**config.mk**
```make
export PLATFORM = sky130hd
export DESIGN_NAME = pipe_trace_top
export DESIGN_NICKNAME = d
export VERILOG_FILES = /design/src/rtl/trace_pkg.sv /design/src/rtl/stage_tracker.sv /design/src/rtl/trace_table.sv /design/src/rtl/retire_reporter.sv /design/src/rtl/pipe_trace_top.sv
export VERILOG_INCLUDE_DIRS = /design/src /design/src/rtl
export SDC_FILE = /design/constraint.sdc
export NUM_CORES = 1
export LEC_CHECK = 0
export ABC_AREA = 1
export BUFFER_PORTS_ARGS = -buffer_cell sky130_fd_sc_hd__buf_2
export CAP_MARGIN = 5
export CORE_ASPECT_RATIO = 1.2
export CORE_MARGIN = 2
export CORE_UTILIZATION = 55
export CTS_CLUSTER_SIZE = 25
export DETAILED_ROUTE_END_ITERATION = 7
export GPL_TIMING_DRIVEN = 0
export PLACE_DENSITY_LB_ADDON = 0.05
export SYNTH_ARGS = -nofsm -noshare
export SYNTH_HDL_FRONTEND = slang
export SYNTH_SLANG_ARGS = --single-unit
```
**constraint.sdc**
```tcl
create_clock -name clk -period 3.5 [get_ports clk]
set_input_delay 0.35 -clock clk [delete_from_list [all_inputs] [get_ports clk]]
set_output_delay 0.35 -clock clk [all_outputs]
set_load 0.02 [all_outputs]
```
**src/rtl/trace_settings.svh**
```systemverilog
// trace unit settings, widths of tags, stamps, words and totals, plus table depth
`ifndef TRACE_SETTINGS_SVH
`define TRACE_SETTINGS_SVH

// tag width, enough to index every table entry
`define TRACE_TAG_W 3

// table entries, at least five in flight
`define TRACE_DEPTH 8

// free-running cycle counter and every stage stamp
`define TRACE_CYCLE_W 16

// host instruction word
`define TRACE_INSTR_W 32

// per-instruction stall counter
`define TRACE_STALL_W 8

// retired and killed running totals
`define TRACE_TOTAL_W 16

`endif

```
**src/rtl/trace_pkg.sv**
```systemverilog
// trace unit types, shared by the tracker, the record table and the reporter
`include "trace_settings.svh"

package trace_pkg;

    //////////////////////////////////////////////////////////////////////
    // tags and words
    //////////////////////////////////////////////////////////////////////

    // instruction tag, given in fetch order
    // wraps modulo the table depth
    typedef logic [`TRACE_TAG_W-1:0] tag_t;

    // host instruction word, stored as sampled at fetch
    typedef logic [`TRACE_INSTR_W-1:0] instr_t;

    //////////////////////////////////////////////////////////////////////
    // counts and stamps
    //////////////////////////////////////////////////////////////////////

    // cycle counter value
    // also the stamp of a stage entry
    // also the retire latency
    typedef logic [`TRACE_CYCLE_W-1:0] cycle_t;

    // cycles an instruction is held in fetch or decode
    typedef logic [`TRACE_STALL_W-1:0] stall_cnt_t;

    // running totals of retired and killed instructions
    typedef logic [`TRACE_TOTAL_W-1:0] total_t;

endpackage

```
**src/rtl/stage_tracker.sv**
```systemverilog
// stage tracker, follows tags through fetch to write-back and raises the table strobes
`timescale 1ns/1ns
`include "trace_settings.svh"

module stage_tracker (
    input  logic                clk,
    input  logic                rst,
    input  logic                fetch_valid,
    input  trace_pkg::instr_t   instr,
    input  logic                stall,
    input  logic                flush,
    output trace_pkg::cycle_t   cycle,
    output logic                alloc,
    output trace_pkg::tag_t     alloc_tag,
    output trace_pkg::instr_t   alloc_instr,
    output logic                d_enter,
    output trace_pkg::tag_t     d_tag,
    output logic                e_enter,
    output trace_pkg::tag_t     e_tag,
    output logic                m_enter,
    output trace_pkg::tag_t     m_tag,
    output logic                w_enter,
    output trace_pkg::tag_t     w_tag,
    output logic                f_hold,
    output trace_pkg::tag_t     f_tag,
    output logic                d_hold,
    output trace_pkg::tag_t     d_hold_tag,
    output logic [1:0]          kill_count
);

    // occupancy of fetch, decode, execute and memory
    // write-back occupancy is the reporter's registered record
    logic f_valid;
    logic d_valid;
    logic e_valid;
    logic m_valid;
    trace_pkg::tag_t f_tag_r;
    trace_pkg::tag_t d_tag_r;
    trace_pkg::tag_t e_tag_r;
    trace_pkg::tag_t m_tag_r;
    trace_pkg::tag_t next_tag;

    // front stages move only without stall, or on flush
    logic front_move;
    logic held;

    assign front_move = flush | ~stall;
    assign held = stall & ~flush;

    //////////////////////////////////////////////////////////////////////
    // strobes for the coming edge
    //////////////////////////////////////////////////////////////////////

    assign alloc = fetch_valid & front_move;
    assign alloc_tag = next_tag;
    assign alloc_instr = instr;

    // decode and execute are refilled only on a plain advance
    assign d_enter = f_valid & ~stall & ~flush;
    assign d_tag = f_tag_r;
    assign e_enter = d_valid & ~stall & ~flush;
    assign e_tag = d_tag_r;

    // back end never stops
    assign m_enter = e_valid;
    assign m_tag = e_tag_r;
    assign w_enter = m_valid;
    assign w_tag = m_tag_r;

    assign f_hold = f_valid & held;
    assign f_tag = f_tag_r;
    assign d_hold = d_valid & held;
    assign d_hold_tag = d_tag_r;

    // fetch and decode occupants lost on flush
    assign kill_count = flush ? ({1'b0, f_valid} + {1'b0, d_valid}) : 2'd0;

    //////////////////////////////////////////////////////////////////////
    // control state
    //////////////////////////////////////////////////////////////////////

    always_ff @(posedge clk) begin
        if (rst) begin
            cycle <= '0;
            next_tag <= '0;
            f_valid <= 1'b0;
            d_valid <= 1'b0;
            e_valid <= 1'b0;
            m_valid <= 1'b0;
        end else begin
            cycle <= cycle + 1'b1;
            m_valid <= e_valid;
            if (alloc) begin
                // wrap at table depth
                if (next_tag == trace_pkg::tag_t'(`TRACE_DEPTH - 1)) begin
                    next_tag <= '0;
                end else begin
                    next_tag <= next_tag + 1'b1;
                end
            end
            if (flush) begin
                f_valid <= fetch_valid;
                d_valid <= 1'b0;
                e_valid <= 1'b0;
            end else if (stall) begin
                // bubble into execute
                e_valid <= 1'b0;
            end else begin
                f_valid <= fetch_valid;
                d_valid <= f_valid;
                e_valid <= d_valid;
            end
        end
    end

    // stage tags follow the valid bits
    always_ff @(posedge clk) begin
        m_tag_r <= e_tag_r;
        if (front_move) begin
            f_tag_r <= next_tag;
        end
        if (~stall & ~flush) begin
            d_tag_r <= f_tag_r;
            e_tag_r <= d_tag_r;
        end
    end

endmodule

```
**src/rtl/trace_table.sv**
```systemverilog
// trace record table, per-tag stamps and stall counts written at stage entry
`timescale 1ns/1ns
`include "trace_settings.svh"

module trace_table (
    input  logic                   clk,
    input  logic                   rst,
    input  logic                   alloc,
    input  trace_pkg::tag_t        alloc_tag,
    input  trace_pkg::instr_t      instr,
    input  logic                   d_enter,
    input  trace_pkg::tag_t        d_tag,
    input  logic                   e_enter,
    input  trace_pkg::tag_t        e_tag,
    input  logic                   m_enter,
    input  trace_pkg::tag_t        m_tag,
    input  logic                   w_enter,
    input  trace_pkg::tag_t        w_tag,
    input  logic                   f_hold,
    input  trace_pkg::tag_t        f_tag,
    input  logic                   d_hold,
    input  trace_pkg::tag_t        d_hold_tag,
    input  trace_pkg::cycle_t      cycle,
    output trace_pkg::tag_t        rec_tag,
    output trace_pkg::instr_t      rec_instr,
    output trace_pkg::cycle_t      rec_fetch_cycle,
    output trace_pkg::cycle_t      rec_exec_cycle,
    output trace_pkg::stall_cnt_t  rec_stall
);

    //////////////////////////////////////////////////////////////////////
    // record storage, one slot per tag
    //////////////////////////////////////////////////////////////////////

    trace_pkg::instr_t     instr_mem  [`TRACE_DEPTH];
    trace_pkg::cycle_t     fetch_mem  [`TRACE_DEPTH];
    trace_pkg::cycle_t     decode_mem [`TRACE_DEPTH];
    trace_pkg::cycle_t     exec_mem   [`TRACE_DEPTH];
    trace_pkg::cycle_t     memory_mem [`TRACE_DEPTH];
    trace_pkg::stall_cnt_t stall_mem  [`TRACE_DEPTH];

    // alloc and hold never share an edge
    // so one slot sees one of the two at most
    always_ff @(posedge clk) begin
        if (!rst) begin
            if (alloc) begin
                // fresh record for a new fetch
                instr_mem[alloc_tag] <= instr;
                fetch_mem[alloc_tag] <= cycle;
                decode_mem[alloc_tag] <= '0;
                exec_mem[alloc_tag] <= '0;
                memory_mem[alloc_tag] <= '0;
                stall_mem[alloc_tag] <= '0;
            end

            // stage entry stamps
            if (d_enter) begin
                decode_mem[d_tag] <= cycle;
            end
            if (e_enter) begin
                exec_mem[e_tag] <= cycle;
            end
            if (m_enter) begin
                memory_mem[m_tag] <= cycle;
            end

            // one count per held edge
            // fetch and decode occupants always carry different tags
            if (f_hold) begin
                stall_mem[f_tag] <= stall_mem[f_tag] + 1'b1;
            end
            if (d_hold) begin
                stall_mem[d_hold_tag] <= stall_mem[d_hold_tag] + 1'b1;
            end
        end
    end

    //////////////////////////////////////////////////////////////////////
    // retiring record
    //////////////////////////////////////////////////////////////////////

    // zero outside write-back entry
    always_comb begin
        if (w_enter) begin
            rec_tag = w_tag;
            rec_instr = instr_mem[w_tag];
            rec_fetch_cycle = fetch_mem[w_tag];
            rec_exec_cycle = exec_mem[w_tag];
            rec_stall = stall_mem[w_tag];
        end else begin
            rec_tag = '0;
            rec_instr = '0;
            rec_fetch_cycle = '0;
            rec_exec_cycle = '0;
            rec_stall = '0;
        end
    end

endmodule

```
**src/rtl/retire_reporter.sv**
```systemverilog
// retire reporter, registers the retiring record with its latency and keeps totals
`timescale 1ns/1ns
`include "trace_settings.svh"

module retire_reporter (
    input  logic                   clk,
    input  logic                   rst,
    input  logic                   w_enter,
    input  trace_pkg::cycle_t      cycle,
    input  trace_pkg::tag_t        rec_tag,
    input  trace_pkg::instr_t      rec_instr,
    input  trace_pkg::cycle_t      rec_fetch_cycle,
    input  trace_pkg::cycle_t      rec_exec_cycle,
    input  trace_pkg::stall_cnt_t  rec_stall,
    input  logic [1:0]             kill_count,
    output logic                   retire,
    output trace_pkg::tag_t        retire_tag,
    output trace_pkg::instr_t      retire_instr,
    output trace_pkg::cycle_t      retire_fetch_cycle,
    output trace_pkg::cycle_t      retire_exec_cycle,
    output trace_pkg::cycle_t      retire_latency,
    output trace_pkg::stall_cnt_t  retire_stall_cycles,
    output trace_pkg::total_t      retired_count,
    output trace_pkg::total_t      killed_count
);

    //////////////////////////////////////////////////////////////////////
    // retire record
    //////////////////////////////////////////////////////////////////////

    // one-cycle pulse, record held until the next retire
    always_ff @(posedge clk) begin
        if (rst) begin
            retire <= 1'b0;
            retire_tag <= '0;
            retire_instr <= '0;
            retire_fetch_cycle <= '0;
            retire_exec_cycle <= '0;
            retire_latency <= '0;
            retire_stall_cycles <= '0;
        end else begin
            retire <= w_enter;
            if (w_enter) begin
                retire_tag <= rec_tag;
                retire_instr <= rec_instr;
                retire_fetch_cycle <= rec_fetch_cycle;
                retire_exec_cycle <= rec_exec_cycle;
                // write-back stamp minus fetch stamp
                retire_latency <= cycle - rec_fetch_cycle;
                retire_stall_cycles <= rec_stall;
            end
        end
    end

    //////////////////////////////////////////////////////////////////////
    // running totals
    //////////////////////////////////////////////////////////////////////

    always_ff @(posedge clk) begin
        if (rst) begin
            retired_count <= '0;
            killed_count <= '0;
        end else begin
            if (w_enter) begin
                retired_count <= retired_count + 1'b1;
            end
            // zero except on a flush edge
            killed_count <= killed_count + trace_pkg::total_t'(kill_count);
        end
    end

endmodule

```
**src/rtl/pipe_trace_top.sv**
```systemverilog
// pipeline trace unit top, stage tracking into the record table into retire reporting
`timescale 1ns/1ns
`include "trace_settings.svh"

module pipe_trace_top (
    input  logic                   clk,
    input  logic                   rst,
    input  logic                   fetch_valid,
    input  trace_pkg::instr_t      instr,
    input  logic                   stall,
    input  logic                   flush,
    output logic                   retire,
    output trace_pkg::tag_t        retire_tag,
    output trace_pkg::instr_t      retire_instr,
    output trace_pkg::cycle_t      retire_fetch_cycle,
    output trace_pkg::cycle_t      retire_exec_cycle,
    output trace_pkg::cycle_t      retire_latency,
    output trace_pkg::stall_cnt_t  retire_stall_cycles,
    output trace_pkg::total_t      retired_count,
    output trace_pkg::total_t      killed_count
);

    //////////////////////////////////////////////////////////////////////
    // tracker to table strobes
    //////////////////////////////////////////////////////////////////////

    trace_pkg::cycle_t     cycle;
    logic                  alloc;
    trace_pkg::tag_t       alloc_tag;
    trace_pkg::instr_t     alloc_instr;
    logic                  d_enter;
    trace_pkg::tag_t       d_tag;
    logic                  e_enter;
    trace_pkg::tag_t       e_tag;
    logic                  m_enter;
    trace_pkg::tag_t       m_tag;
    logic                  w_enter;
    trace_pkg::tag_t       w_tag;
    logic                  f_hold;
    trace_pkg::tag_t       f_tag;
    logic                  d_hold;
    trace_pkg::tag_t       d_hold_tag;
    logic [1:0]            kill_count;

    // retiring record, table to reporter
    trace_pkg::tag_t       rec_tag;
    trace_pkg::instr_t     rec_instr;
    trace_pkg::cycle_t     rec_fetch_cycle;
    trace_pkg::cycle_t     rec_exec_cycle;
    trace_pkg::stall_cnt_t rec_stall;

    stage_tracker i_stage_tracker (
        .clk         (clk),
        .rst         (rst),
        .fetch_valid (fetch_valid),
        .instr       (instr),
        .stall       (stall),
        .flush       (flush),
        .cycle       (cycle),
        .alloc       (alloc),
        .alloc_tag   (alloc_tag),
        .alloc_instr (alloc_instr),
        .d_enter     (d_enter),
        .d_tag       (d_tag),
        .e_enter     (e_enter),
        .e_tag       (e_tag),
        .m_enter     (m_enter),
        .m_tag       (m_tag),
        .w_enter     (w_enter),
        .w_tag       (w_tag),
        .f_hold      (f_hold),
        .f_tag       (f_tag),
        .d_hold      (d_hold),
        .d_hold_tag  (d_hold_tag),
        .kill_count  (kill_count)
    );

    trace_table i_trace_table (
        .clk             (clk),
        .rst             (rst),
        .alloc           (alloc),
        .alloc_tag       (alloc_tag),
        .instr           (alloc_instr),
        .d_enter         (d_enter),
        .d_tag           (d_tag),
        .e_enter         (e_enter),
        .e_tag           (e_tag),
        .m_enter         (m_enter),
        .m_tag           (m_tag),
        .w_enter         (w_enter),
        .w_tag           (w_tag),
        .f_hold          (f_hold),
        .f_tag           (f_tag),
        .d_hold          (d_hold),
        .d_hold_tag      (d_hold_tag),
        .cycle           (cycle),
        .rec_tag         (rec_tag),
        .rec_instr       (rec_instr),
        .rec_fetch_cycle (rec_fetch_cycle),
        .rec_exec_cycle  (rec_exec_cycle),
        .rec_stall       (rec_stall)
    );

    // w_enter and cycle go straight from the tracker
    retire_reporter i_retire_reporter (
        .clk                 (clk),
        .rst                 (rst),
        .w_enter             (w_enter),
        .cycle               (cycle),
        .rec_tag             (rec_tag),
        .rec_instr           (rec_instr),
        .rec_fetch_cycle     (rec_fetch_cycle),
        .rec_exec_cycle      (rec_exec_cycle),
        .rec_stall           (rec_stall),
        .kill_count          (kill_count),
        .retire              (retire),
        .retire_tag          (retire_tag),
        .retire_instr        (retire_instr),
        .retire_fetch_cycle  (retire_fetch_cycle),
        .retire_exec_cycle   (retire_exec_cycle),
        .retire_latency      (retire_latency),
        .retire_stall_cycles (retire_stall_cycles),
        .retired_count       (retired_count),
        .killed_count        (killed_count)
    );

endmodule

```
-- Yosys cells after proc, flatten, opt, wreduce, memory -nomap -nowiden
Memory sizes are Yosys's and may differ from the RTL's. A register that Yosys moved wholly into a read port is not among the register bits.
Cells that the tools add are included.
- output and inout bits: 124
- bits in writable memories: 576
- bits of input ports: 37
- bits in registers: 103
- memories kept: 4
- memories (name ; depth ; bits a word ; read ports ; clocked after Yosys merged registers in ; wr ports ; line ; text):
    i_trace_table.instr_mem ; 8 ; 32 ; 1 ; 1 ; 1 ; trace_table.sv:35 ; trace_pkg::instr_t instr_mem [`TRACE_DEPTH];
    i_trace_table.exec_mem ; 8 ; 16 ; 1 ; 1 ; 2 ; trace_table.sv:38 ; trace_pkg::cycle_t exec_mem [`TRACE_DEPTH];
    i_trace_table.fetch_mem ; 8 ; 16 ; 1 ; 1 ; 1 ; trace_table.sv:36 ; trace_pkg::cycle_t fetch_mem [`TRACE_DEPTH];
    i_trace_table.stall_mem ; 8 ; 8 ; 3 ; 3 ; 2 ; trace_table.sv:40 ; trace_pkg::stall_cnt_t stall_mem [`TRACE_DEPTH];
- multiplexer cells: 22
- add/subtract/negate cells: 8
- bitwise operators: 10
- reduce and logical (&&, ||, !) cells: 3
- eq/ne operators: 2
- operators by type and width (cell ; number):
    adder 16 x 1 -> 16 bit (second input constant) ; 2
    adder 16 x 2 -> 16 bit ; 1
    adder 8 x 1 -> 8 bit (second input constant) ; 2
    2-to-1 mux 16 bit ; 1
    subtractor 16 bit ; 1
    2-to-1 mux 1 bit ; 15
    2-to-1 mux 3 bit ; 4
    2-to-1 mux 8 bit ; 1
    OR reduction 8 bit ; 1
    AND 1 bit ; 7
    adder 3 x 1 -> 3 bit (second input constant) ; 1
    equality test 3 bit (second input constant) ; 1
    OR reduction 3 bit ; 1
    adder 1 x 1 -> 2 bit ; 1
    2-to-1 mux 2 bit ; 1
    inequality test 2 x 1 -> 1 bit (second input constant) ; 1
    inverter 1 bit ; 2
    OR reduction 2 bit ; 1
    bitwise OR 1 bit ; 1

-- Longest topological paths before layout
Gate-level depths: netlist (run 1).
- word-level depth: 8
- depth in mapped cells: 20
- gate-level depth less buffers: 18

-- Modules after synthesis
A second synthesis (run 1) with hierarchy kept.
- cell total of the unflattened synthesis: 3458
- area, all modules: 33124.3 µm²
- by module, submodules not included (module ; cells each ; area each (µm²) ; times used):
    trace_table ; 2452 ; 25762.2 ; 1
    retire_reporter ; 800 ; 5590.4 ; 1
    stage_tracker ; 206 ; 1771.7 ; 1

-- Worst setup path before layout (run 1)
Ideal clock, no wire load.
- path type: input -> register
- start: in stall
- end: mem i_trace_table.fetch_mem[0][0] (netlist name), enable pin
- path buffers: 0
- setup time: 0.454 ns
- data arrival time: 2.970 ns
- setup slack: 0.076 ns
- required time: 3.046 ns
- stages: 7
- path through: inv_2 -> nor2_4 -> inv_2 -> nand2_1 -> nor2_1 -> nand2_1 -> nor2_1
- cells in the longest elaborated chain, start to end: 6
- RTL lines (what ; line ; text):
    start, declared ; pipe_trace_top.sv:10 ; input logic stall,
    inverter 1 bit ; -- ;
    bitwise OR 1 bit ; stage_tracker.sv:47 ; assign front_move = flush | ~stall;
    AND 1 bit ; stage_tracker.sv:54 ; assign alloc = fetch_valid & front_move;
    2-to-1 mux 1 bit ; trace_table.sv:46 ; if (alloc) begin
    2-to-1 mux 1 bit ; trace_table.sv:45 ; if (!rst) begin
    2-to-1 mux 1 bit (not written as such) ; trace_table.sv:49 ; fetch_mem[alloc_tag] <= cycle;
    end, declared ; trace_table.sv:36 ;
No other way between the ends.

==> results.txt, run 1 <==
number of placed I/O pins: 161
number of detailed-route iterations in the first pass: 6
share of cells above drive strength 1: 12.53%
number of placed instances with taps included: 4190
number of vias after detailed routing: 25720
WHS Endpoint: i_trace_table.instr_mem[5][1]
flip-flop and latch count after synthesis: 741
ratio of routed vias to standard cells: 5.915
clock tree from TritonCTS: done
final worst path period need: 3334 ps
number of global-route vias before repair: 25110
Pins Over Slew Limit: 0
top-count cell post-synth: sky130_fd_sc_hd__nand2_1
site row count: 97
final count of hold timing violations: 0
Crit path top cell by count: sky130_fd_sc_hd__nand2_1
cell at the root of the clock tree: sky130_fd_sc_hd__clkbuf_16
final total negative setup slack: 0 ps
dominant combinational cell family by area after synthesis: simple AND/OR/NAND/NOR gates
drt wl/cell: 23.90 um
DRC violations left: 0
pwr/cell area: 503.9 nW/um2
Critical Path Start Type: flop
met2 routing resource usage after global routing: 58.15%
Reg2Reg Setup Slack: 170 ps
run status: finished, final reports clean
global-route layer with the greatest usage: met2
total cell area at the placement stage: 34610 um2
die extent in y: 269.5 um
Hold WS: 17.14 ps
grt ovf: 0
count of endpoints failing setup in the final report: 0
routability-driven placement congestion ratio: 0.9649
worst IR drop on VDD: 0.4070 mV
syn avg cell area: 9.898 um2
Post-Syn Instances: 3264
layout overhead on the synthesized area: 15.39%
cell with the largest stage delay on the worst path: sky130_fd_sc_hd__fa_1
clock tree sinks: 741
post-synth net total: 3327
post-synthesis share of cell area spent on xor and xnor gates: 0.3524%
clock latency on the worst-skew pair: 630 ps
input/output buffers: 159
number of CTS-inserted buffers: 73
critical path type: reg -> reg
largest clock skew in the final design: 31.30 ps
maximum number of pins on one net before global-route repair: 24
unrepaired setup endpoints after global routing: no
Detailed Route WL: 103900 um
sequential fraction of the synthesis area: 64.04%
arrival time of data at the critical path endpoint: 3840 ps
worst hold start: instr[1]
overall die width: 225.3 um
number of inserted filler cells in the final layout: 4666
simple-gate portion of the synthesized area: 16.89%
fraction of synthesized cell area taken by the top area cell type: 54.37%
Required @ worst endpoint: 4010 ps
Post-Synth Adder-Cell Area: 1.053%
number of nets at the end of the flow: 3610
global-route wire length before repair: 153800 um
Rel. slew slack: 15.88%
met1 GRT Util: 43.51%
DIE AREA: 60700 um2
Max Cap Viol: 0
Post-Layout Inst Area: 37280 um2
Achievable Freq: 300.0 MHz
Reg2Reg Depth: 18
GR Layer Usage met3: 5.448%
effective utilization at floorplan: 55.46%
Post-synth ARST share: 0%
proportion of synthesized area in mux cells: 0%
top cells by area in the synthesized netlist: sky130_fd_sc_hd__edfxtp_1 54%, sky130_fd_sc_hd__dfxtp_1 9.7%, sky130_fd_sc_hd__nand2_1 7.0%, sky130_fd_sc_hd__nor2_1 5.9%, sky130_fd_sc_hd__o21ai_0 5.4%
R2R Path Start: i_stage_tracker.w_tag[0]
list of most frequent post-synthesis cells: 606 x sky130_fd_sc_hd__nand2_1, 585 x sky130_fd_sc_hd__edfxtp_1, 504 x sky130_fd_sc_hd__nor2_1, 350 x sky130_fd_sc_hd__o21ai_0, 223 x sky130_fd_sc_hd__inv_1
estimated wirelength of the detail-placed design: 72600 um
worst-margin pin slew: 1249 ps
final std cells w/o fill: 4348
initial antenna violation count: 0
post-synthesis cell area: 32310 um2
area fraction in compound gates after synthesis: 11.98%
drt first-iter violations: 2700
Primary FF master, synth: sky130_fd_sc_hd__edfxtp_1
Detail Route Antenna Nets: 0
Ys Warns: 0
ratio of final minimum period to clock period: 95.25%
library cell occupying the most area in the post-synthesis netlist: sky130_fd_sc_hd__edfxtp_1
clock input transition at the sequential cells of the worst setup and hold paths: 60 ps
crit-path cells: buf_4 -> inv_2 -> buf_2 -> nor2_1 -> o22ai_1 -> nand2_1 -> nand2_1 -> ha_1 -> inv_1 -> fa_1 -> nand3_1 -> nand2_1 -> nand3_1 -> nand2_1 -> a21oi_1 -> xnor2_1 -> o21ai_0 -> inv_1
largest fanout of any net on the critical path: 10
power consumption: 18790 uW
core region area: 58260 um2
WHS Path Cells: 1
antenna diode count: 0
path class of the lowest-slack min-delay path: in -> reg
number of enable flip-flop cells after synthesis: 585
clk buf depth: 3
CTS H-Tree Depth: 3
capturing point of the worst reg2reg path: i_retire_reporter.retire_latency[10]
global routing usage summed across all routing layers: 34.25%
count of cell types in the netlist: 47
static leakage: 0.01430 uW
delay of the slowest cell on the worst path: 430 ps
Crit. End Element: flop
[per-layer routing]
metal | wire, um | part of all wire, % | up-vias
met2 | 51120 | 49 | 1306
met4 | 4171 | 4.0 | 0
met5 | 0 | 0 | -
li1 | - | - | 11780
met1 | 39370 | 38 | 12430
met3 | 9242 | 8.9 | 211
[kinds of logic after synthesis]
group / after synthesis
compound gates: 708
fa+ha+maj: 26
buf+inv: 439
simple gates: 1337
xor+xnor: 13
flops: 741
[how the worst max path moves through the flow]
stage	startpoint	to	cells past startpoint
detailed placement	i_stage_tracker.w_enter	i_retire_reporter.retire_latency[15]	16
CTS	i_stage_tracker.w_tag[0]	i_retire_reporter.retire_latency[15]	19
global placement	stall	i_trace_table.instr_mem[7][24]	8
floorplan	stall	i_trace_table.fetch_mem[0][0]	7
finish	i_stage_tracker.w_tag[0]	i_retire_reporter.retire_latency[10]	18
global route	i_stage_tracker.w_tag[0]	i_retire_reporter.retire_latency[15]	19
[area by class of cell]
cell class                      count  area, um2  area share, %
Tap cell                          742      928.4          2.490
Multi-Input combinational cell   2084       9873          26.48
Timing Repair Buffer              208       1526          4.094
Sequential cell                   741      20690          55.50
Clock buffer                       97       2029          5.444
Clock inverter                     37      382.9          1.027
Inverter                          256      965.9          2.591
Buffer                            183      885.9          2.376
[registers in the layout, indices dropped and copies added, names as in the netlist, 3 cells and up, named ones only]
register                               flops
i_stage_tracker.d_hold_tag                 3
i_retire_reporter.retire_exec_cycle       16
i_stage_tracker.w_tag                      3
i_trace_table.instr_mem                  256
i_retire_reporter.retire_latency          16
i_retire_reporter.retire_tag               3
i_stage_tracker.alloc_tag                  3
i_retire_reporter.retire_instr            32
i_stage_tracker.d_tag                      3
i_retire_reporter.retire_fetch_cycle      16
i_trace_table.stall_mem                   64
i_stage_tracker.m_tag                      3
i_stage_tracker.cycle                     16
i_retire_reporter.retire_stall_cycles      8
i_retire_reporter.retired_count           16
i_retire_reporter.killed_count            16
i_trace_table.exec_mem                   128
i_trace_table.fetch_mem                  128
[power breakdown]
group	switching [uW]	total (uW)	internal, uW	leakage, uW
sequential	61.3	9620	9560	0.00640
combinational	884	1220	337	0.00672
clock	3390	7950	4560	0.00118
total	4330	18800	14500	0.0143
[worst max-delay path: cells and delay by family (launching register included)]
kind	cells	cell delay [ps]
adders and majority gates	2	600
buffers and inverters	5	890
DFF	1	350
and+or+nand+nor	7	710
xor gates and xnor gates	1	110
AOI/OAI and AO/OA	3	570
[repair_timing]
item                                    4_1_cts  5_1_grt
buffers inserted                              0        0
resized for setup                             3       16
hold endpoints to repair                    177        0
pin swaps                                     0        0
endpoints found under the setup margin       10        8
hold buffers                                 24        0
[metrics by stage]
stage,util [%],setup WS (ps)
2_1_floorplan,-,75.77
3_3_place_gp,58.42,-2809
3_5_place_dp,59.42,-280.9
4_1_cts,63.98,53.47
5_1_grt,64.00,1.356
6_report,64.00,166.2
[cells in the final DEF (no fill, tap or decap), drive strengths merged, types with 3 or more instances in the layout]
master	netlist	final
buf	73	256
o21a	5	5
dfxtp	156	156
o22ai	134	134
xnor2	3	3
ha	24	24
xor2	10	10
bufinv	0	6
a22o	16	16
edfxtp	585	585
clkinvlp	0	3
nor2	514	514
inv	246	249
a21oi	91	91
o211ai	23	23
or2	6	6
nand3	143	143
o21ai	431	431
dlygate4sd3	0	24
clkbuf	110	208
nor3	25	25
clkinv	10	35
nor4	3	3
nand2	616	616
nand4	26	26
(Power assumes the default switching activity.)
==> inputs of run 2 (changes only) <==
ABC_AREA = 0   (was 1)
==> results.txt, run 2 <==
run status: finished, final reports clean
total cell area at the placement stage: 33770 um2 (-2.4%)
Detail Route Antenna Nets: 0 (unchanged)
global-route wire length before repair: 122100 um (-21%)
unrepaired setup endpoints after global routing: yes
sw power: 3879 uW (-11%)
maximum number of pins on one net before global-route repair: 23 (-4.2%)
critical path's top delay family: compound AO/OA/AOI/OAI gates
antenna diode count: 0 (unchanged)
pwr/cell area: 502.4 nW/um2 (-0.30%)
R2R Path Start: i_stage_tracker.w_tag[0]
count of cell types in the netlist: 71 (+51%)
number of global-route vias before repair: 19380 (-23%)
post-route met1 wirelength: 32370 um (-18%)
largest clock skew in the final design: 22.10 ps (-9.193 ps)
final count of hold timing violations: 0 (unchanged)
buffers plus inverters on the worst setup path: 3 (-2)
top-count cell post-synth: sky130_fd_sc_hd__edfxtp_1
switching fraction of total power: 21.09% (-2.0 points)
Reg with most FFs: i_trace_table.instr_mem
routability-driven placement congestion ratio: 0.9338 (-3.2%)
Post-Syn Instances: 2000 (-39%)
initial antenna violation count: 1 (+1)
grt ovf: 0 (unchanged)
max reg flops: 256 (unchanged)
power consumption: 18390 uW (-2.1%)
input/output buffers: 160 (+0.63%)
most common library cell in the layout ignoring fill and taps: sky130_fd_sc_hd__edfxtp_1
area taken by flip-flops and latches: 20690 um2 (about the same)
overall die width: 222.1 um (-1.4%)
clock tree from TritonCTS: done
crit-path cells: buf_6 -> buf_12 -> buf_12 -> mux4_2 -> mux2_2 -> nand2_1 -> ha_1 -> a21o_1 -> a21o_1 -> a21o_1 -> a211oi_1 -> or4_1 -> o311ai_0
final worst path period need: 3368 ps (+34.20 ps)
Hold WS: 21.14 ps (+4.002 ps)
Post-Layout Inst Area: 36610 um2 (-1.8%)
clock input transition at the sequential cells of the worst setup and hold paths: 60 ps (about the same)
Primary FF master, synth: sky130_fd_sc_hd__edfxtp_1
count of endpoints failing setup in the final report: 0 (unchanged)
Required @ worst endpoint: 3950 ps (-60 ps)
core region area: 56220 um2 (-3.5%)
Achievable Freq: 296.9 MHz (-1.0%)
number of enable flip-flop cells after synthesis: 585 (unchanged)
cell with the largest stage delay on the worst path: sky130_fd_sc_hd__mux4_2
number of detailed-route iterations in the first pass: 6 (unchanged)
cell at the root of the clock tree: sky130_fd_sc_hd__clkbuf_16
Critical Path Start Type: flop
number of placed I/O pins: 161 (unchanged)
Met2 Routed Length: 41090 um (-20%)
post-synth net total: 2063 (-38%)
Pins Over Slew Limit: 0 (unchanged)
Regs by FF count: i_trace_table.instr_mem: 256 flops, i_trace_table.exec_mem: 128 flops, i_trace_table.fetch_mem: 128 flops
number of vias after detailed routing: 18890 (-27%)
number of nets at the end of the flow: 2355 (-35%)
clk buf depth: 3 (unchanged)
estimated wirelength of the detail-placed design: 56770 um (-22%)
post-synthesis cell area: 31400 um2 (-2.8%)
Detailed Route WL: 82270 um (-21%)
static leakage: 0.01278 uW (-11%)
fraction of synthesized cell area taken by the top area cell type: 55.95% (+1.6 points)
layout overhead on the synthesized area: 16.58%
global routing usage summed across all routing layers: 28.39% (-5.9 points)
largest fanout of any net on the critical path: 10 (unchanged)
worst IR drop on VDD: 0.5005 mV (+23%)
ratio of routed vias to standard cells: 6.137 (+3.7%)
worst hold start: instr[23]
delay of the slowest cell on the worst path: 520 ps (+90 ps)
top cells by area in the synthesized netlist: sky130_fd_sc_hd__edfxtp_1 56%, sky130_fd_sc_hd__mux4_2 12%, sky130_fd_sc_hd__dfxtp_1 9.9%, sky130_fd_sc_hd__mux2i_1 3.2%, sky130_fd_sc_hd__and2_1 2.1%
final total negative setup slack: 0 ps (unchanged)
DRC violations left: 0 (unchanged)
drt wl/cell: 26.73 um (+12%)
Sequential Power Share: 52.0% (+0.8 points)
site row count: 95 (-2.1%)
worst-margin pin slew: 1308 ps (+59.16 ps)
list of most frequent post-synthesis cells: 585 x sky130_fd_sc_hd__edfxtp_1, 165 x sky130_fd_sc_hd__mux4_2, 156 x sky130_fd_sc_hd__dfxtp_1, 144 x sky130_fd_sc_hd__nor2_1, 106 x sky130_fd_sc_hd__and2_1
internal power: 14510 uW (+0.42%)
clock tree sinks: 741 (unchanged)
Ys Warns: 0 (unchanged)
met3 routed wirelength: 5825 um (-37%)
arrival time of data at the critical path endpoint: 3820 ps (-20 ps)
effective utilization at floorplan: 55.85% (+0.39 points)
Crit path top cell by count: sky130_fd_sc_hd__a21o_1
DIE AREA: 59030 um2 (-2.8%)
Rel. slew slack: 12.82% (-3.1 points)
CTS H-Tree Depth: 3 (unchanged)
ratio of final minimum period to clock period: 96.23% (+0.98 points)
number of inserted filler cells in the final layout: 4094 (-12%)
critical path type: reg -> reg
top layer in use: met5
share of cells above drive strength 1: 24.59% (+12 points)
number of CTS-inserted buffers: 73 (unchanged)
syn avg cell area: 15.70 um2 (+59%)
Max Cap Viol: 0 (unchanged)
part of the power in the clock network: 42.7% (+0.4 points)
Crit. End Element: flop
most frequent cells in the layout: 585 x sky130_fd_sc_hd__edfxtp_1, 183 x sky130_fd_sc_hd__buf_2, 165 x sky130_fd_sc_hd__mux4_2, 154 x sky130_fd_sc_hd__dfxtp_1, 138 x sky130_fd_sc_hd__nor2_1
Post-synth ARST share: 0% (unchanged)
drt first-iter violations: 1968 (-27%)
library cell occupying the most area in the post-synthesis netlist: sky130_fd_sc_hd__edfxtp_1
die extent in y: 265.7 um (-1.4%)
path class of the lowest-slack min-delay path: in -> reg
flip-flop and latch count after synthesis: 741 (unchanged)
combinational share of power: 5.3% (-1.2 points)
sequential fraction of the synthesis area: 65.89% (+1.9 points)
area of the multi-input gates: 10230 um2 (+3.6%)
start point of the critical path: i_stage_tracker.w_tag[0]
clock latency on the worst-skew pair: 620 ps (about the same)
run 2: metrics by stage:
stage                     setup WS, ps  util, %  std cells
final                            132.0    65.11       3078
after global placement           -2796    58.95       2887
after global routing            -44.90    65.11       3078
after floorplan                 -136.7        -       2000
after CTS                        3.855    64.94       3074
after detailed placement        -859.1    60.07       2916
run 2: cell type report:
type	instances	share of cell area, %
Sequential cell	741	56.53
Multi-Input combinational cell	1115	27.95
Clock buffer	110	5.934
Timing Repair Buffer	219	4.549
Tap cell	727	2.485
Buffer	122	1.736
Clock inverter	24	0.6187
Inverter	20	0.2051
run 2: power by group through the flow:
stage	Combinational, uW	Sequential (uW)	Clock [uW]
after detailed placement	919	9750	0
after global routing	1030	9570	8310
after CTS	955	9570	7970
after floorplan	581	9740	0
after global placement	879	9750	0
final	968	9570	7860
run 2: layer usage:
metal	track usage (%)	vias up
met1	36.77	9620
li1	-	8337
met2	47.88	762
met5	0	-
met3	5.106	168
met4	11.50	2
run 2: final timing paths:
check / endpoint / slack, ps / cells after the start
max: i_retire_reporter.retire_latency[14] / 130 / 13
min: i_trace_table.instr_mem[6][23] / 20 / 1
max reg2reg: i_retire_reporter.retire_latency[14] / 130 / 13
min reg2reg: i_stage_tracker.w_tag[0] / 350 / 0
run 2: what timing repair did:
action,CTS,global route
hold endpoints to repair,160,0
resized for setup,31,19
pin swaps,1,1
setup buffers,0,4
endpoints found under the setup margin,21,15
hold buffers,26,0
cloned,0,0
run 2: cell families after synthesis:
group / after synthesis / share of synthesized area [%]
AOI/OAI and AO/OA: 220 / 4.519
xor gates and xnor gates: 51 / 1.446
adders and majority gates: 26 / 1.084
buffers and inverters: 144 / 2.028
DFF: 741 / 65.89
muxes: 297 / 16.71
and+or+nand+nor: 521 / 8.320
==> inputs of run 3 (changes only) <==
RECOVER_POWER = 25   (was unset)
==> results.txt, run 3 (synthesized netlist as in run 2, its figures left out) <==
Rel. slew slack: 13.67% (+0.85 points)
drt wl/cell: 26.72 um (about the same)
largest fanout of any net on the critical path: 10 (unchanged)
most common library cell in the layout ignoring fill and taps: sky130_fd_sc_hd__edfxtp_1
number of vias after detailed routing: 18820 (-0.34%)
share of cells above drive strength 1: 23.22% (-1.4 points)
Reg with most FFs: i_trace_table.instr_mem
number of detailed-route iterations in the first pass: 6 (unchanged)
pwr/cell area: 502.7 nW/um2 (about the same)
site row count: 95 (unchanged)
number of global-route vias before repair: 19380 (unchanged)
input/output buffers: 160 (unchanged)
total cell area at the placement stage: 33770 um2 (unchanged)
arrival time of data at the critical path endpoint: 3840 ps (+20 ps)
Detail Route Antenna Nets: 0 (unchanged)
final std cells w/o fill: 3078 (unchanged)
number of placed instances with taps included: 2916 (unchanged)
Crit. End Element: flop
path class of the lowest-slack min-delay path: in -> reg
run status: finished, final reports clean
clock tree from TritonCTS: done
ratio of final minimum period to clock period: 95.68% (-0.55 points)
drt first-iter violations: 1975 (+0.36%)
combinational share of power: 5.2% (about the same)
number of placed I/O pins: 161 (unchanged)
final count of hold timing violations: 0 (unchanged)
die extent in y: 265.7 um (unchanged)
DIE AREA: 59030 um2 (unchanged)
Critical Path Start Type: flop
most frequent cells in the layout: 585 x sky130_fd_sc_hd__edfxtp_1, 165 x sky130_fd_sc_hd__mux4_2, 154 x sky130_fd_sc_hd__dfxtp_1, 151 x sky130_fd_sc_hd__buf_2, 138 x sky130_fd_sc_hd__nor2_1
number of nets at the end of the flow: 2355 (unchanged)
switching fraction of total power: 21.07% (-0.023 points)
Pins Over Slew Limit: 0 (unchanged)
DRC violations left: 0 (unchanged)
Max Cap Viol: 0 (unchanged)
clock tree sinks: 741 (unchanged)
Detailed Route WL: 82230 um (about the same)
routability-driven placement congestion ratio: 0.9338 (unchanged)
final worst path period need: 3349 ps (-19.21 ps)
global routing usage summed across all routing layers: 28.39% (unchanged)
count of endpoints failing setup in the final report: 0 (unchanged)
sw power: 3873 uW (-0.17%)
Sequential Power Share: 52.1% (about the same)
critical path type: reg -> reg
global-route wire length before repair: 122100 um (unchanged)
unrepaired setup endpoints after global routing: yes
ratio of routed vias to standard cells: 6.116 (-0.34%)
effective utilization at floorplan: 55.85% (unchanged)
number of CTS-inserted buffers: 73 (unchanged)
layout overhead on the synthesized area: 16.45%
clock input transition at the sequential cells of the worst setup and hold paths: 60 ps (about the same)
clock latency on the worst-skew pair: 620 ps (about the same)
CTS H-Tree Depth: 3 (unchanged)
worst IR drop on VDD: 0.4996 mV (-0.19%)
initial antenna violation count: 1 (unchanged)
Post-Layout Inst Area: 36570 um2 (-0.11%)
Required @ worst endpoint: 4000 ps (+50 ps)
maximum number of pins on one net before global-route repair: 23 (unchanged)
static leakage: 0.01269 uW (-0.69%)
part of the power in the clock network: 42.7% (about the same)
cell at the root of the clock tree: sky130_fd_sc_hd__clkbuf_16
antenna diode count: 0 (unchanged)
grt ovf: 0 (unchanged)
clk buf depth: 3 (unchanged)
max reg flops: 256 (unchanged)
Achievable Freq: 298.6 MHz (+0.57%)
worst-margin pin slew: 1295 ps (-12.81 ps)
estimated wirelength of the detail-placed design: 56770 um (unchanged)
core region area: 56220 um2 (unchanged)
largest clock skew in the final design: 22.88 ps (+0.7741 ps)
Regs by FF count: i_trace_table.instr_mem: 256 flops, i_trace_table.exec_mem: 128 flops, i_trace_table.fetch_mem: 128 flops
internal power: 14510 uW (about the same)
overall die width: 222.1 um (unchanged)
power consumption: 18380 uW (about the same)
==> run 3: cell count changes in the layout (fill, tap and decap cells not counted), sizes merged <==
cell and change:
buf -32, clkbuf +32
==> run 3: power by group through the flow <==
stage	logic [uW]	clock network (uW)	registers (uW)
after CTS	955	7970	9570
after global routing	1020	8310	9570
after detailed placement	919	0	9750
final	962	7850	9570
after floorplan	581	0	9740
after global placement	879	0	9750
==> run 3: path summary, 6_finish.rpt <==
kind / startpoint / end / slack [ps] / cells after the start
hold reg to reg: i_stage_tracker.m_tag[0] / i_stage_tracker.w_tag[0] / 350 / 0
setup / recovery: i_stage_tracker.w_tag[0] / i_retire_reporter.retire_latency[15] / 150 / 12
setup reg to reg: i_stage_tracker.w_tag[0] / i_retire_reporter.retire_latency[15] / 150 / 12
hold / removal: fetch_valid / i_stage_tracker.alloc_tag[2] / 30 / 3
==> run 3: worst max-delay path, cell delays in order, from the launching register on <==
cell and delay (ps):
sky130_fd_sc_hd__dfxtp_1 320, sky130_fd_sc_hd__buf_6 180, sky130_fd_sc_hd__buf_6 200, sky130_fd_sc_hd__mux4_2 500, sky130_fd_sc_hd__mux2_2 290, sky130_fd_sc_hd__nand2_1 150
sky130_fd_sc_hd__ha_1 320, sky130_fd_sc_hd__a21oi_1 170, sky130_fd_sc_hd__o21ai_0 130, sky130_fd_sc_hd__or3_1 320, sky130_fd_sc_hd__o21ba_2 230, sky130_fd_sc_hd__or3_1 310
sky130_fd_sc_hd__o311ai_1 90
==> run 3: repair_timing <==
item                                   in CTS  in global routing
resized for setup                          31                 19
buffers inserted                            0                  4
endpoints found under the hold margin     160                  0
setup endpoints to repair                  21                 15
hold buffers                               26                  0
pin swaps                                   1                  1
==> run 3: layout make-up <==
type / count / area (um2)
clock inverters: 24 / 226.5
multi-input cells: 1115 / 10230
repair buffers: 219 / 1625
flip-flops and latches: 741 / 20690
fillers: 4105 / 19660
plain buffers: 122 / 635.6
inverters: 20 / 75.07
clock buffers: 110 / 2172
well taps: 727 / 909.6
==> run 3: through the flow <==
stage               worst slack, ps  util (%)  hold WS [ps]  TNS (ps)
global route                 -44.90     65.04         22.54    -45.50
global placement              -2796     58.95         329.0   -776600
detailed placement           -859.1     60.07         332.1     -7616
finish                        151.3     65.04         28.44         0
CTS                           3.855     64.94        0.2802         0
floorplan                    -136.7         -         323.3    -19680
==> run 3: routing by layer <==
metal | vias to the layer above | track usage (%) | share of wire (%)
met4 | 2 | 11.50 | 3.7
li1 | 8327 | - | -
met3 | 174 | 5.106 | 6.6
met1 | 9605 | 36.77 | 40
met2 | 716 | 47.88 | 50
met5 | - | 0 | 0.013
